File: src/source/mul_pkg.sv
`default_nettype none

package mul_pkg;

	typedef logic [31:0] mul_operand_t;
	typedef logic [63:0] mul_product_t; // full product, also one tree row.
	typedef logic [7:0]  mul_tag_t;

	localparam int RESULT_DEPTH = 8;

	typedef logic [$clog2(RESULT_DEPTH + 1) - 1:0] mul_count_t;

	localparam int PP_ROWS     = 32;
	localparam int TREE_LEVELS = 8;
	localparam int MID_LEVELS  = 4; // levels ahead of the mid-tree register.

	// rows entering each level, last entry is what the final level leaves.
	localparam int LEVEL_ROWS [TREE_LEVELS + 1] = '{32, 22, 15, 10, 7, 5, 4, 3, 2};

	localparam int MID_ROWS = LEVEL_ROWS[MID_LEVELS];

	typedef mul_product_t [PP_ROWS - 1:0] mul_rows_t;

	typedef struct packed {
		mul_product_t sum;
		mul_product_t carry;
	} csa_pair_t;

	// full adder on every bit column, carries move one column up.
	function automatic csa_pair_t csa_3to2(
		input mul_product_t x,
		input mul_product_t y,
		input mul_product_t z
	);
		csa_pair_t pair;
		pair.sum   = x ^ y ^ z;
		pair.carry = ((x & y) | (y & z) | (z & x)) << 1; // bit 63 carry is dropped.
		return pair;
	endfunction

endpackage

`default_nettype wire
File: src/source/carry_save_if.sv
`timescale 1ns/100ps
`default_nettype none

interface carry_save_if;
	import mul_pkg::*;

	logic         valid;
	mul_product_t sum;
	mul_product_t carry;
	mul_tag_t     tag;

	modport source (
		output valid,
		output sum,
		output carry,
		output tag
	);

	modport sink (
		input valid,
		input sum,
		input carry,
		input tag
	);

endinterface

`default_nettype wire

File: src/source/mul_unit.sv
`timescale 1ns/100ps
`default_nettype none

module mul_unit (
	input  logic                  clk,
	input  logic                  arst_n,
	input  logic                  in_valid,
	input  mul_pkg::mul_operand_t in_a,
	input  mul_pkg::mul_operand_t in_b,
	input  mul_pkg::mul_tag_t     in_tag,
	output logic                  in_credit,
	input  logic                  out_credit,
	output logic                  out_valid,
	output mul_pkg::mul_product_t out_product,
	output mul_pkg::mul_tag_t     out_tag
);
	import mul_pkg::*;

	logic         pp_valid;
	mul_rows_t    pp_rows;
	mul_tag_t     pp_tag;
	logic         add_push;
	mul_product_t add_product;
	mul_tag_t     add_tag;

	carry_save_if cs_bus ();

	partial_products i_partial_products (
		.clk      (clk),
		.arst_n   (arst_n),
		.in_valid (in_valid),
		.a        (in_a),
		.b        (in_b),
		.tag      (in_tag),
		.pp_valid (pp_valid),
		.pp_rows  (pp_rows),
		.pp_tag   (pp_tag)
	);

	wallace_tree i_wallace_tree (
		.clk      (clk),
		.arst_n   (arst_n),
		.pp_valid (pp_valid),
		.pp_rows  (pp_rows),
		.pp_tag   (pp_tag),
		.cs       (cs_bus.source)
	);

	carry_prop_adder i_carry_prop_adder (
		.clk     (clk),
		.arst_n  (arst_n),
		.cs      (cs_bus.sink),
		.push    (add_push),
		.product (add_product),
		.tag     (add_tag)
	);

	result_queue #(
		.DEPTH (RESULT_DEPTH)
	) i_result_queue (
		.clk         (clk),
		.arst_n      (arst_n),
		.push        (add_push),
		.product     (add_product),
		.tag         (add_tag),
		.out_credit  (out_credit),
		.out_valid   (out_valid),
		.out_product (out_product),
		.out_tag     (out_tag),
		.in_credit   (in_credit)
	);

endmodule

`default_nettype wire

File: src/source/result_queue.sv
`timescale 1ns/100ps
`default_nettype none

module result_queue #(
	parameter int DEPTH = mul_pkg::RESULT_DEPTH
) (
	input  logic                  clk,
	input  logic                  arst_n,
	input  logic                  push,
	input  mul_pkg::mul_product_t product,
	input  mul_pkg::mul_tag_t     tag,
	input  logic                  out_credit,
	output logic                  out_valid,
	output mul_pkg::mul_product_t out_product,
	output mul_pkg::mul_tag_t     out_tag,
	output logic                  in_credit
);
	import mul_pkg::*;

	localparam int PTR_W = $clog2(DEPTH);

	mul_product_t     prod_mem [DEPTH];
	mul_tag_t         tag_mem [DEPTH];
	logic [PTR_W-1:0] wr_ptr;
	logic [PTR_W-1:0] rd_ptr;
	mul_count_t       fill_cnt;
	mul_count_t       credit_cnt; // granted and not yet spent.
	logic             empty;
	logic             send;

	function automatic logic [PTR_W-1:0] next_ptr(input logic [PTR_W-1:0] ptr);
		return (ptr == PTR_W'(DEPTH - 1)) ? '0 : ptr + 1'b1;
	endfunction

	assign empty       = (fill_cnt == '0);
	// an empty buffer hands the incoming result straight through.
	assign send        = (!empty || push) && (credit_cnt != '0);
	assign out_valid   = send;
	assign out_product = empty ? product : prod_mem[rd_ptr];
	assign out_tag     = empty ? tag : tag_mem[rd_ptr];
	assign in_credit   = send; // a freed slot goes back to the producer.

	always_ff @(posedge clk) begin
		if (push) begin
			prod_mem[wr_ptr] <= product;
			tag_mem[wr_ptr]  <= tag;
		end
	end

	always_ff @(posedge clk or negedge arst_n) begin
		if (!arst_n) begin
			wr_ptr     <= '0;
			rd_ptr     <= '0;
			fill_cnt   <= '0;
			credit_cnt <= '0;
		end else begin
			if (push) begin
				wr_ptr <= next_ptr(wr_ptr);
			end
			if (send) begin
				rd_ptr <= next_ptr(rd_ptr);
			end
			case ({push, send})
				2'b10:   fill_cnt <= fill_cnt + 1'b1;
				2'b01:   fill_cnt <= fill_cnt - 1'b1;
				default: fill_cnt <= fill_cnt;
			endcase
			case ({out_credit, send})
				2'b10:   credit_cnt <= credit_cnt + 1'b1;
				2'b01:   credit_cnt <= credit_cnt - 1'b1;
				default: credit_cnt <= credit_cnt;
			endcase
		end
	end

	// holds only while the producer keeps to its input credits.
	a_no_overflow: assert property (
		@(posedge clk) disable iff (!arst_n)
		push |-> fill_cnt != mul_count_t'(DEPTH)
	);

	a_credit_no_wrap: assert property (
		@(posedge clk) disable iff (!arst_n)
		out_credit && !send |=> credit_cnt > $past(credit_cnt)
	);

endmodule

`default_nettype wire

File: src/source/carry_prop_adder.sv
`timescale 1ns/100ps
`default_nettype none

module carry_prop_adder (
	input  logic                  clk,
	input  logic                  arst_n,
	carry_save_if.sink            cs,
	output logic                  push,
	output mul_pkg::mul_product_t product,
	output mul_pkg::mul_tag_t     tag
);

	always_ff @(posedge clk or negedge arst_n) begin
		if (!arst_n) begin
			push <= 1'b0;
		end else begin
			push <= cs.valid;
		end
	end

	// 64 bit sum, carry out of the top column is lost.
	always_ff @(posedge clk) begin
		if (cs.valid) begin
			product <= cs.sum + cs.carry;
			tag     <= cs.tag;
		end
	end

endmodule

`default_nettype wire

File: src/source/wallace_tree.sv
`timescale 1ns/100ps
`default_nettype none

module wallace_tree (
	input  logic               clk,
	input  logic               arst_n,
	input  logic               pp_valid,
	input  mul_pkg::mul_rows_t pp_rows,
	input  mul_pkg::mul_tag_t  pp_tag,
	carry_save_if.source       cs
);
	import mul_pkg::*;

	mul_rows_t                    lower_rows; // after level four.
	mul_rows_t                    upper_rows; // after level eight, rows 0 and 1 live.
	mul_product_t [MID_ROWS-1:0]  mid_rows;
	logic                         mid_valid;
	mul_tag_t                     mid_tag;

	// one reduction level on the first n rows.
	// consecutive triples compress into sum/carry pairs packed at the front,
	// the one or two rows that do not fill a triple follow them unchanged.
	function automatic mul_rows_t csa_level(input mul_rows_t rows, input int n);
		mul_rows_t next;
		csa_pair_t pair;
		int        groups;
		groups = n / 3;
		next   = '0;
		for (int g = 0; g < PP_ROWS / 3; g++) begin
			if (g < groups) begin
				pair          = csa_3to2(rows[3*g], rows[3*g+1], rows[3*g+2]);
				next[2*g]     = pair.sum;
				next[2*g+1]   = pair.carry;
			end
		end
		for (int j = 0; j < 2; j++) begin
			if (j < n % 3) begin
				next[2*groups+j] = rows[3*groups+j];
			end
		end
		return next;
	endfunction

	always_comb begin
		lower_rows = pp_rows;
		for (int lvl = 0; lvl < MID_LEVELS; lvl++) begin
			lower_rows = csa_level(lower_rows, LEVEL_ROWS[lvl]);
		end
	end

	always_ff @(posedge clk or negedge arst_n) begin
		if (!arst_n) begin
			mid_valid <= 1'b0;
		end else begin
			mid_valid <= pp_valid;
		end
	end

	always_ff @(posedge clk) begin
		if (pp_valid) begin
			mid_rows <= lower_rows[MID_ROWS-1:0];
			mid_tag  <= pp_tag;
		end
	end

	always_comb begin
		upper_rows               = '0;
		upper_rows[MID_ROWS-1:0] = mid_rows;
		for (int lvl = MID_LEVELS; lvl < TREE_LEVELS; lvl++) begin
			upper_rows = csa_level(upper_rows, LEVEL_ROWS[lvl]);
		end
	end

	always_ff @(posedge clk or negedge arst_n) begin
		if (!arst_n) begin
			cs.valid <= 1'b0;
		end else begin
			cs.valid <= mid_valid;
		end
	end

	always_ff @(posedge clk) begin
		if (mid_valid) begin
			cs.sum   <= upper_rows[0];
			cs.carry <= upper_rows[1];
			cs.tag   <= mid_tag;
		end
	end

	// a live operation leaves the tree with a known tag.
	a_tag_known: assert property (
		@(posedge clk) disable iff (!arst_n)
		cs.valid |-> !$isunknown(cs.tag)
	);

endmodule

`default_nettype wire

File: src/source/partial_products.sv
`timescale 1ns/100ps
`default_nettype none

module partial_products (
	input  logic                  clk,
	input  logic                  arst_n,
	input  logic                  in_valid,
	input  mul_pkg::mul_operand_t a,
	input  mul_pkg::mul_operand_t b,
	input  mul_pkg::mul_tag_t     tag,
	output logic                  pp_valid,
	output mul_pkg::mul_rows_t    pp_rows,
	output mul_pkg::mul_tag_t     pp_tag
);
	import mul_pkg::*;

	always_ff @(posedge clk or negedge arst_n) begin
		if (!arst_n) begin
			pp_valid <= 1'b0;
		end else begin
			pp_valid <= in_valid;
		end
	end

	// row i is a shifted by i, gated by b[i].
	always_ff @(posedge clk) begin
		if (in_valid) begin
			for (int i = 0; i < PP_ROWS; i++) begin
				if (b[i]) begin
					pp_rows[i] <= mul_product_t'(a) << i;
				end else begin
					pp_rows[i] <= '0;
				end
			end
			pp_tag <= tag;
		end
	end

endmodule

`default_nettype wire

File: config.mk
export PLATFORM = sky130hd
export DESIGN_NAME = mul_unit
export DESIGN_NICKNAME = d
export VERILOG_FILES = /design/src/source/mul_pkg.sv /design/src/source/carry_save_if.sv /design/src/source/mul_unit.sv /design/src/source/result_queue.sv /design/src/source/carry_prop_adder.sv /design/src/source/wallace_tree.sv /design/src/source/partial_products.sv
export SDC_FILE = /design/constraint.sdc
export NUM_CORES = 2
export LEC_CHECK = 0
export BUFFER_PORTS_ARGS = -buffer_cell sky130_fd_sc_hd__buf_2
export CAP_MARGIN = 20
export CORE_MARGIN = 5
export CORE_UTILIZATION = 41
export DETAILED_ROUTE_END_ITERATION = 12
export MAX_ROUTING_LAYER = met4
export SETUP_SLACK_MARGIN = 0.2
export SLEW_MARGIN = 10
export SYNTH_ARGS = -nofsm -noshare
export SYNTH_HDL_FRONTEND = slang
export SYNTH_SLANG_ARGS = --single-unit
File: constraint.sdc
create_clock -name clk -period 13.9 [get_ports clk]
set_input_delay 1.39 -clock clk [delete_from_list [all_inputs] [get_ports clk]]
set_output_delay 1.39 -clock clk [all_outputs]
set_load 0.05 [all_outputs]
==> impl_metrics.env <==
export IMPL_start_util_pct=41.3
export IMPL_nFillCells=21726
export IMPL_async_flop_share_pct=0.855
export IMPL_yosysUniqueCellTypes=66
export IMPL_antenna_left=0
export IMPL_drv_slew=0
export IMPL_synth_edf_count=2087
export IMPL_status="complete, no violations"
export IMPL_p_int_mw=16.8
export IMPL_vias_per_cell=4.82
export IMPL_top_usage_layer="met2"
export IMPL_firstDrtPassIters=8
export IMPL_crit_required_ns=12.51
export IMPL_clock_sinks=2105
export IMPL_syn_cell_area_um2=104000
export IMPL_max_freq_mhz=189
export IMPL_grt_pass1_vias=54692
export IMPL_power_frac_clock_pct=20.8
export IMPL_use_met1_pct=25.1
export IMPL_powerDensity_nw_per_um2=233
export IMPL_setup_tns_ns=0
export IMPL_syn_inst=6662
export IMPL_drive_above_1_share_pct=9.33
export IMPL_cp_start_kind="register"
export IMPL_finalCoreUtilization_pct=45.7
export IMPL_hold_end="i_carry_prop_adder.product[2]"
export IMPL_boundaryPins=150
export IMPL_wirelength_um=220000
export IMPL_cts_tree="yes"
export IMPL_period_share_pct=38.2
export IMPL_drc=0
export IMPL_rrSetupSlack_ns=10.28
export IMPL_fin_crit_ns=5.30
export IMPL_maxSlewHeadroom_pct=13.3
export IMPL_num_vias=49867
export IMPL_ctsResizeCount=0
export IMPL_synth_warnings=0
export IMPL_worstPathMaxFanout=130
export IMPL_cts_root_buf="clkbuf_16"
export IMPL_syn_avg_cell_area_um2=15.6
export IMPL_setup_ws_ns=8.60
export IMPL_timing_worst_setup_path_type="register to output pin"
export IMPL_antenna_found_initial=38
export IMPL_finalPower_mw=26.8
export IMPL_p_sw_share_pct=37.3
export IMPL_die_x_um=513
export IMPL_io_buffers=149
export IMPL_rows=184
export IMPL_dominantRegCellSynth="edfxtp_1"
export IMPL_dpl_hpwl_um=145000
export IMPL_power_frac_seq_pct=37.6
export IMPL_drt_iter0_markers=4028
export IMPL_grt_max_degree=202
export IMPL_p_switching_mw=9.99
export IMPL_numCtsBuffers=216
export IMPL_hp_class="register to register"
export IMPL_place_ws_ns=9.15
export IMPL_wl_per_cell_um=21.3
export IMPL_grt_use_met3_pct=2.82
export IMPL_hold_viol=0
export IMPL_tightestPinTransition_ns=1.30
export IMPL_use_met2_pct=27.1
export IMPL_ys_seq_elements=2105
export IMPL_end_kind="output pin"
export IMPL_die_area_um2=263000
export IMPL_cts_post_setup_buffers_inserted=0
export IMPL_die_y_um=513
export IMPL_netlist_top_cells_area="edfxtp_1, fa_1, and2_1"
export IMPL_cts_hold_buf=0
export IMPL_max_cap_viol_count=0
export IMPL_synth_nets=7872
export IMPL_r2r_start="i_wallace_tree.cs.sum[9]"
export IMPL_seq_area_frac_synth_pct=60.8
export IMPL_finalWeightedCongestion=0.824
export IMPL_syn_to_final_growth_pct=10.7
export IMPL_coreArea_um2=252000
export IMPL_ys_top_cells_by_count="edfxtp_1, inv_1, and2_1"
export IMPL_skew_ns=0.0582
export IMPL_rsz0062_at_grt="no"
export IMPL_yosysMostFrequentCell="edfxtp_1"
export IMPL_clockBufferDepth=3
export IMPL_setup_viol=0
export IMPL_hold_path_cell_count=0
export IMPL_placed_cells_incl_taps=9922
export IMPL_fin_nets=8002
export IMPL_comb_power_share_pct=41.6
export IMPL_cts_clk_slew_worst_paths_ns=0.06
export IMPL_synth_top_area_share_pct=60.4
export IMPL_power_leakage_nw=44.9
export IMPL_worstRegToRegCells=11
export IMPL_hold_start="i_wallace_tree.cs.sum[2]"
export IMPL_grt_overflow=0
export IMPL_grt_usage_pct=17.6
export IMPL_arrival_ns=3.91
export IMPL_grt_pass1_wl_um=342000
export IMPL_worstSkewPairLatency_ns=0.86
export IMPL_peakVddDrop_uv=192
export IMPL_synth_top_area_cell="edfxtp_1"
export IMPL_fin_cells=10339
export IMPL_r2r_end="i_carry_prop_adder.product[63]"
export IMPL_cts_max_level=4
## cell families (layout without fill, tap and decap cells)
| family | after synthesis | after routing | synth area share [%] |
|---|---|---|---|
| DFF | 2105 | 2105 | 60.8 |
| buffers and inverters | 1608 | 1911 | 5.82 |
| and+or+nand+nor | 1274 | 1274 | 7.28 |
| adders and majority gates | 1134 | 1134 | 20.2 |
| AOI/OAI and AO/OA | 263 | 263 | 1.53 |
| muxes | 221 | 221 | 3.87 |
| xor gates and xnor gates | 57 | 57 | 0.481 |
| other | 0 | 26 | 0 |
## area by class of cell
cell class | instances | area [um^2] | area share, %
inverter | 1334 | 5010 | 4.35
clock buffer | 277 | 5700 | 4.96
clock inverter | 114 | 1050 | 0.916
tap | 3348 | 4190 | 3.64
timing repair buffer | 186 | 1100 | 0.953
multi-input combinational | 2949 | 34700 | 30.2
antenna | 26 | 65.1 | 0.0566
sequential | 2105 | 63100 | 54.9
## metrics by stage
stage	hold WS [ns]	instance area (um^2)
6_report	0.417	115000
5_1_grt	0.424	115000
4_1_cts	0.386	115000
3_5_place_dp	0.405	108000
3_3_place_gp	0.401	108000
2_1_floorplan	0.400	104000
## cells in the final DEF, fill, tap and decap left out, types with 5 or more instances in the layout
cell and count:
edfxtp_1 2087, inv_1 1334, and2_1 1028, fa_1 910, ha_1 224, clkbuf_16 219
buf_2 148, mux4_2 144, nand2_1 122, o21ai_0 107, mux2i_1 75, a21oi_1 69
clkbuf_1 58, clkinv_1 43, clkinv_2 40, nor2_1 37, xnor2_1 37, buf_4 32
a21o_1 29, diode_2 26, nand4_1 24, xor2_1 20, bufinv_16 13, nor3_1 12
dfrtp_1 12, o21bai_1 10, nand2b_1 9, nand3_1 9, and3_1 7, nor2_4 6
dfrtp_4 6, o211ai_1 5, buf_12 5
## state kept, by name (all words and copies together) (netlist names), 8 cells and up
register                    cells
i_partial_products.pp_tag       8
i_result_queue.tag_mem         64
i_wallace_tree.mid_rows       273
i_wallace_tree.cs.carry        55
i_carry_prop_adder.tag          8
i_partial_products.pp_rows   1024
i_result_queue.prod_mem       512
i_wallace_tree.cs.tag           8
i_carry_prop_adder.product     64
i_wallace_tree.cs.sum          63
i_wallace_tree.mid_tag          8
## routing by layer
layer  vias up  part of all wire [%]  wire, um
li1      22215                     -         -
met1     26237                    46    101000
met2      1146                    47    103000
met3       269                   5.8     12700
met4         0                   1.7      3780
met5         -                     0         0
## worst max-delay path: stages, from the launching register on
cell,delay (ns)
dfrtp_4,0.66
buf_12,0.74
mux4_2,0.40
mux2i_1,0.06
o21ai_0,0.58
buf_2,0.39
## power groups by stage
stage	clock network [mW]	logic, mW	registers [mW]
CTS	5.72	11.4	10.1
finish	5.57	11.1	10.1
global route	5.97	12.6	10.2
global placement	0	11.2	10.2
detailed placement	0	11.3	10.2
floorplan	0	6.96	9.89
## worst max path at each step
stage | cells past startpoint | start | end
3_3_place_gp | 4 | in_valid | i_partial_products.pp_rows[1589]
2_1_floorplan | 0 | i_partial_products.pp_valid | i_wallace_tree.mid_valid
4_1_cts | 5 | i_result_queue.rd_ptr[0] | out_product[17]
3_5_place_dp | 4 | in_valid | i_partial_products.pp_rows[1653]
5_1_grt | 5 | i_result_queue.rd_ptr[0] | out_product[17]
6_report | 5 | i_result_queue.rd_ptr[0] | out_product[17]
(Power assumes the default switching activity.)
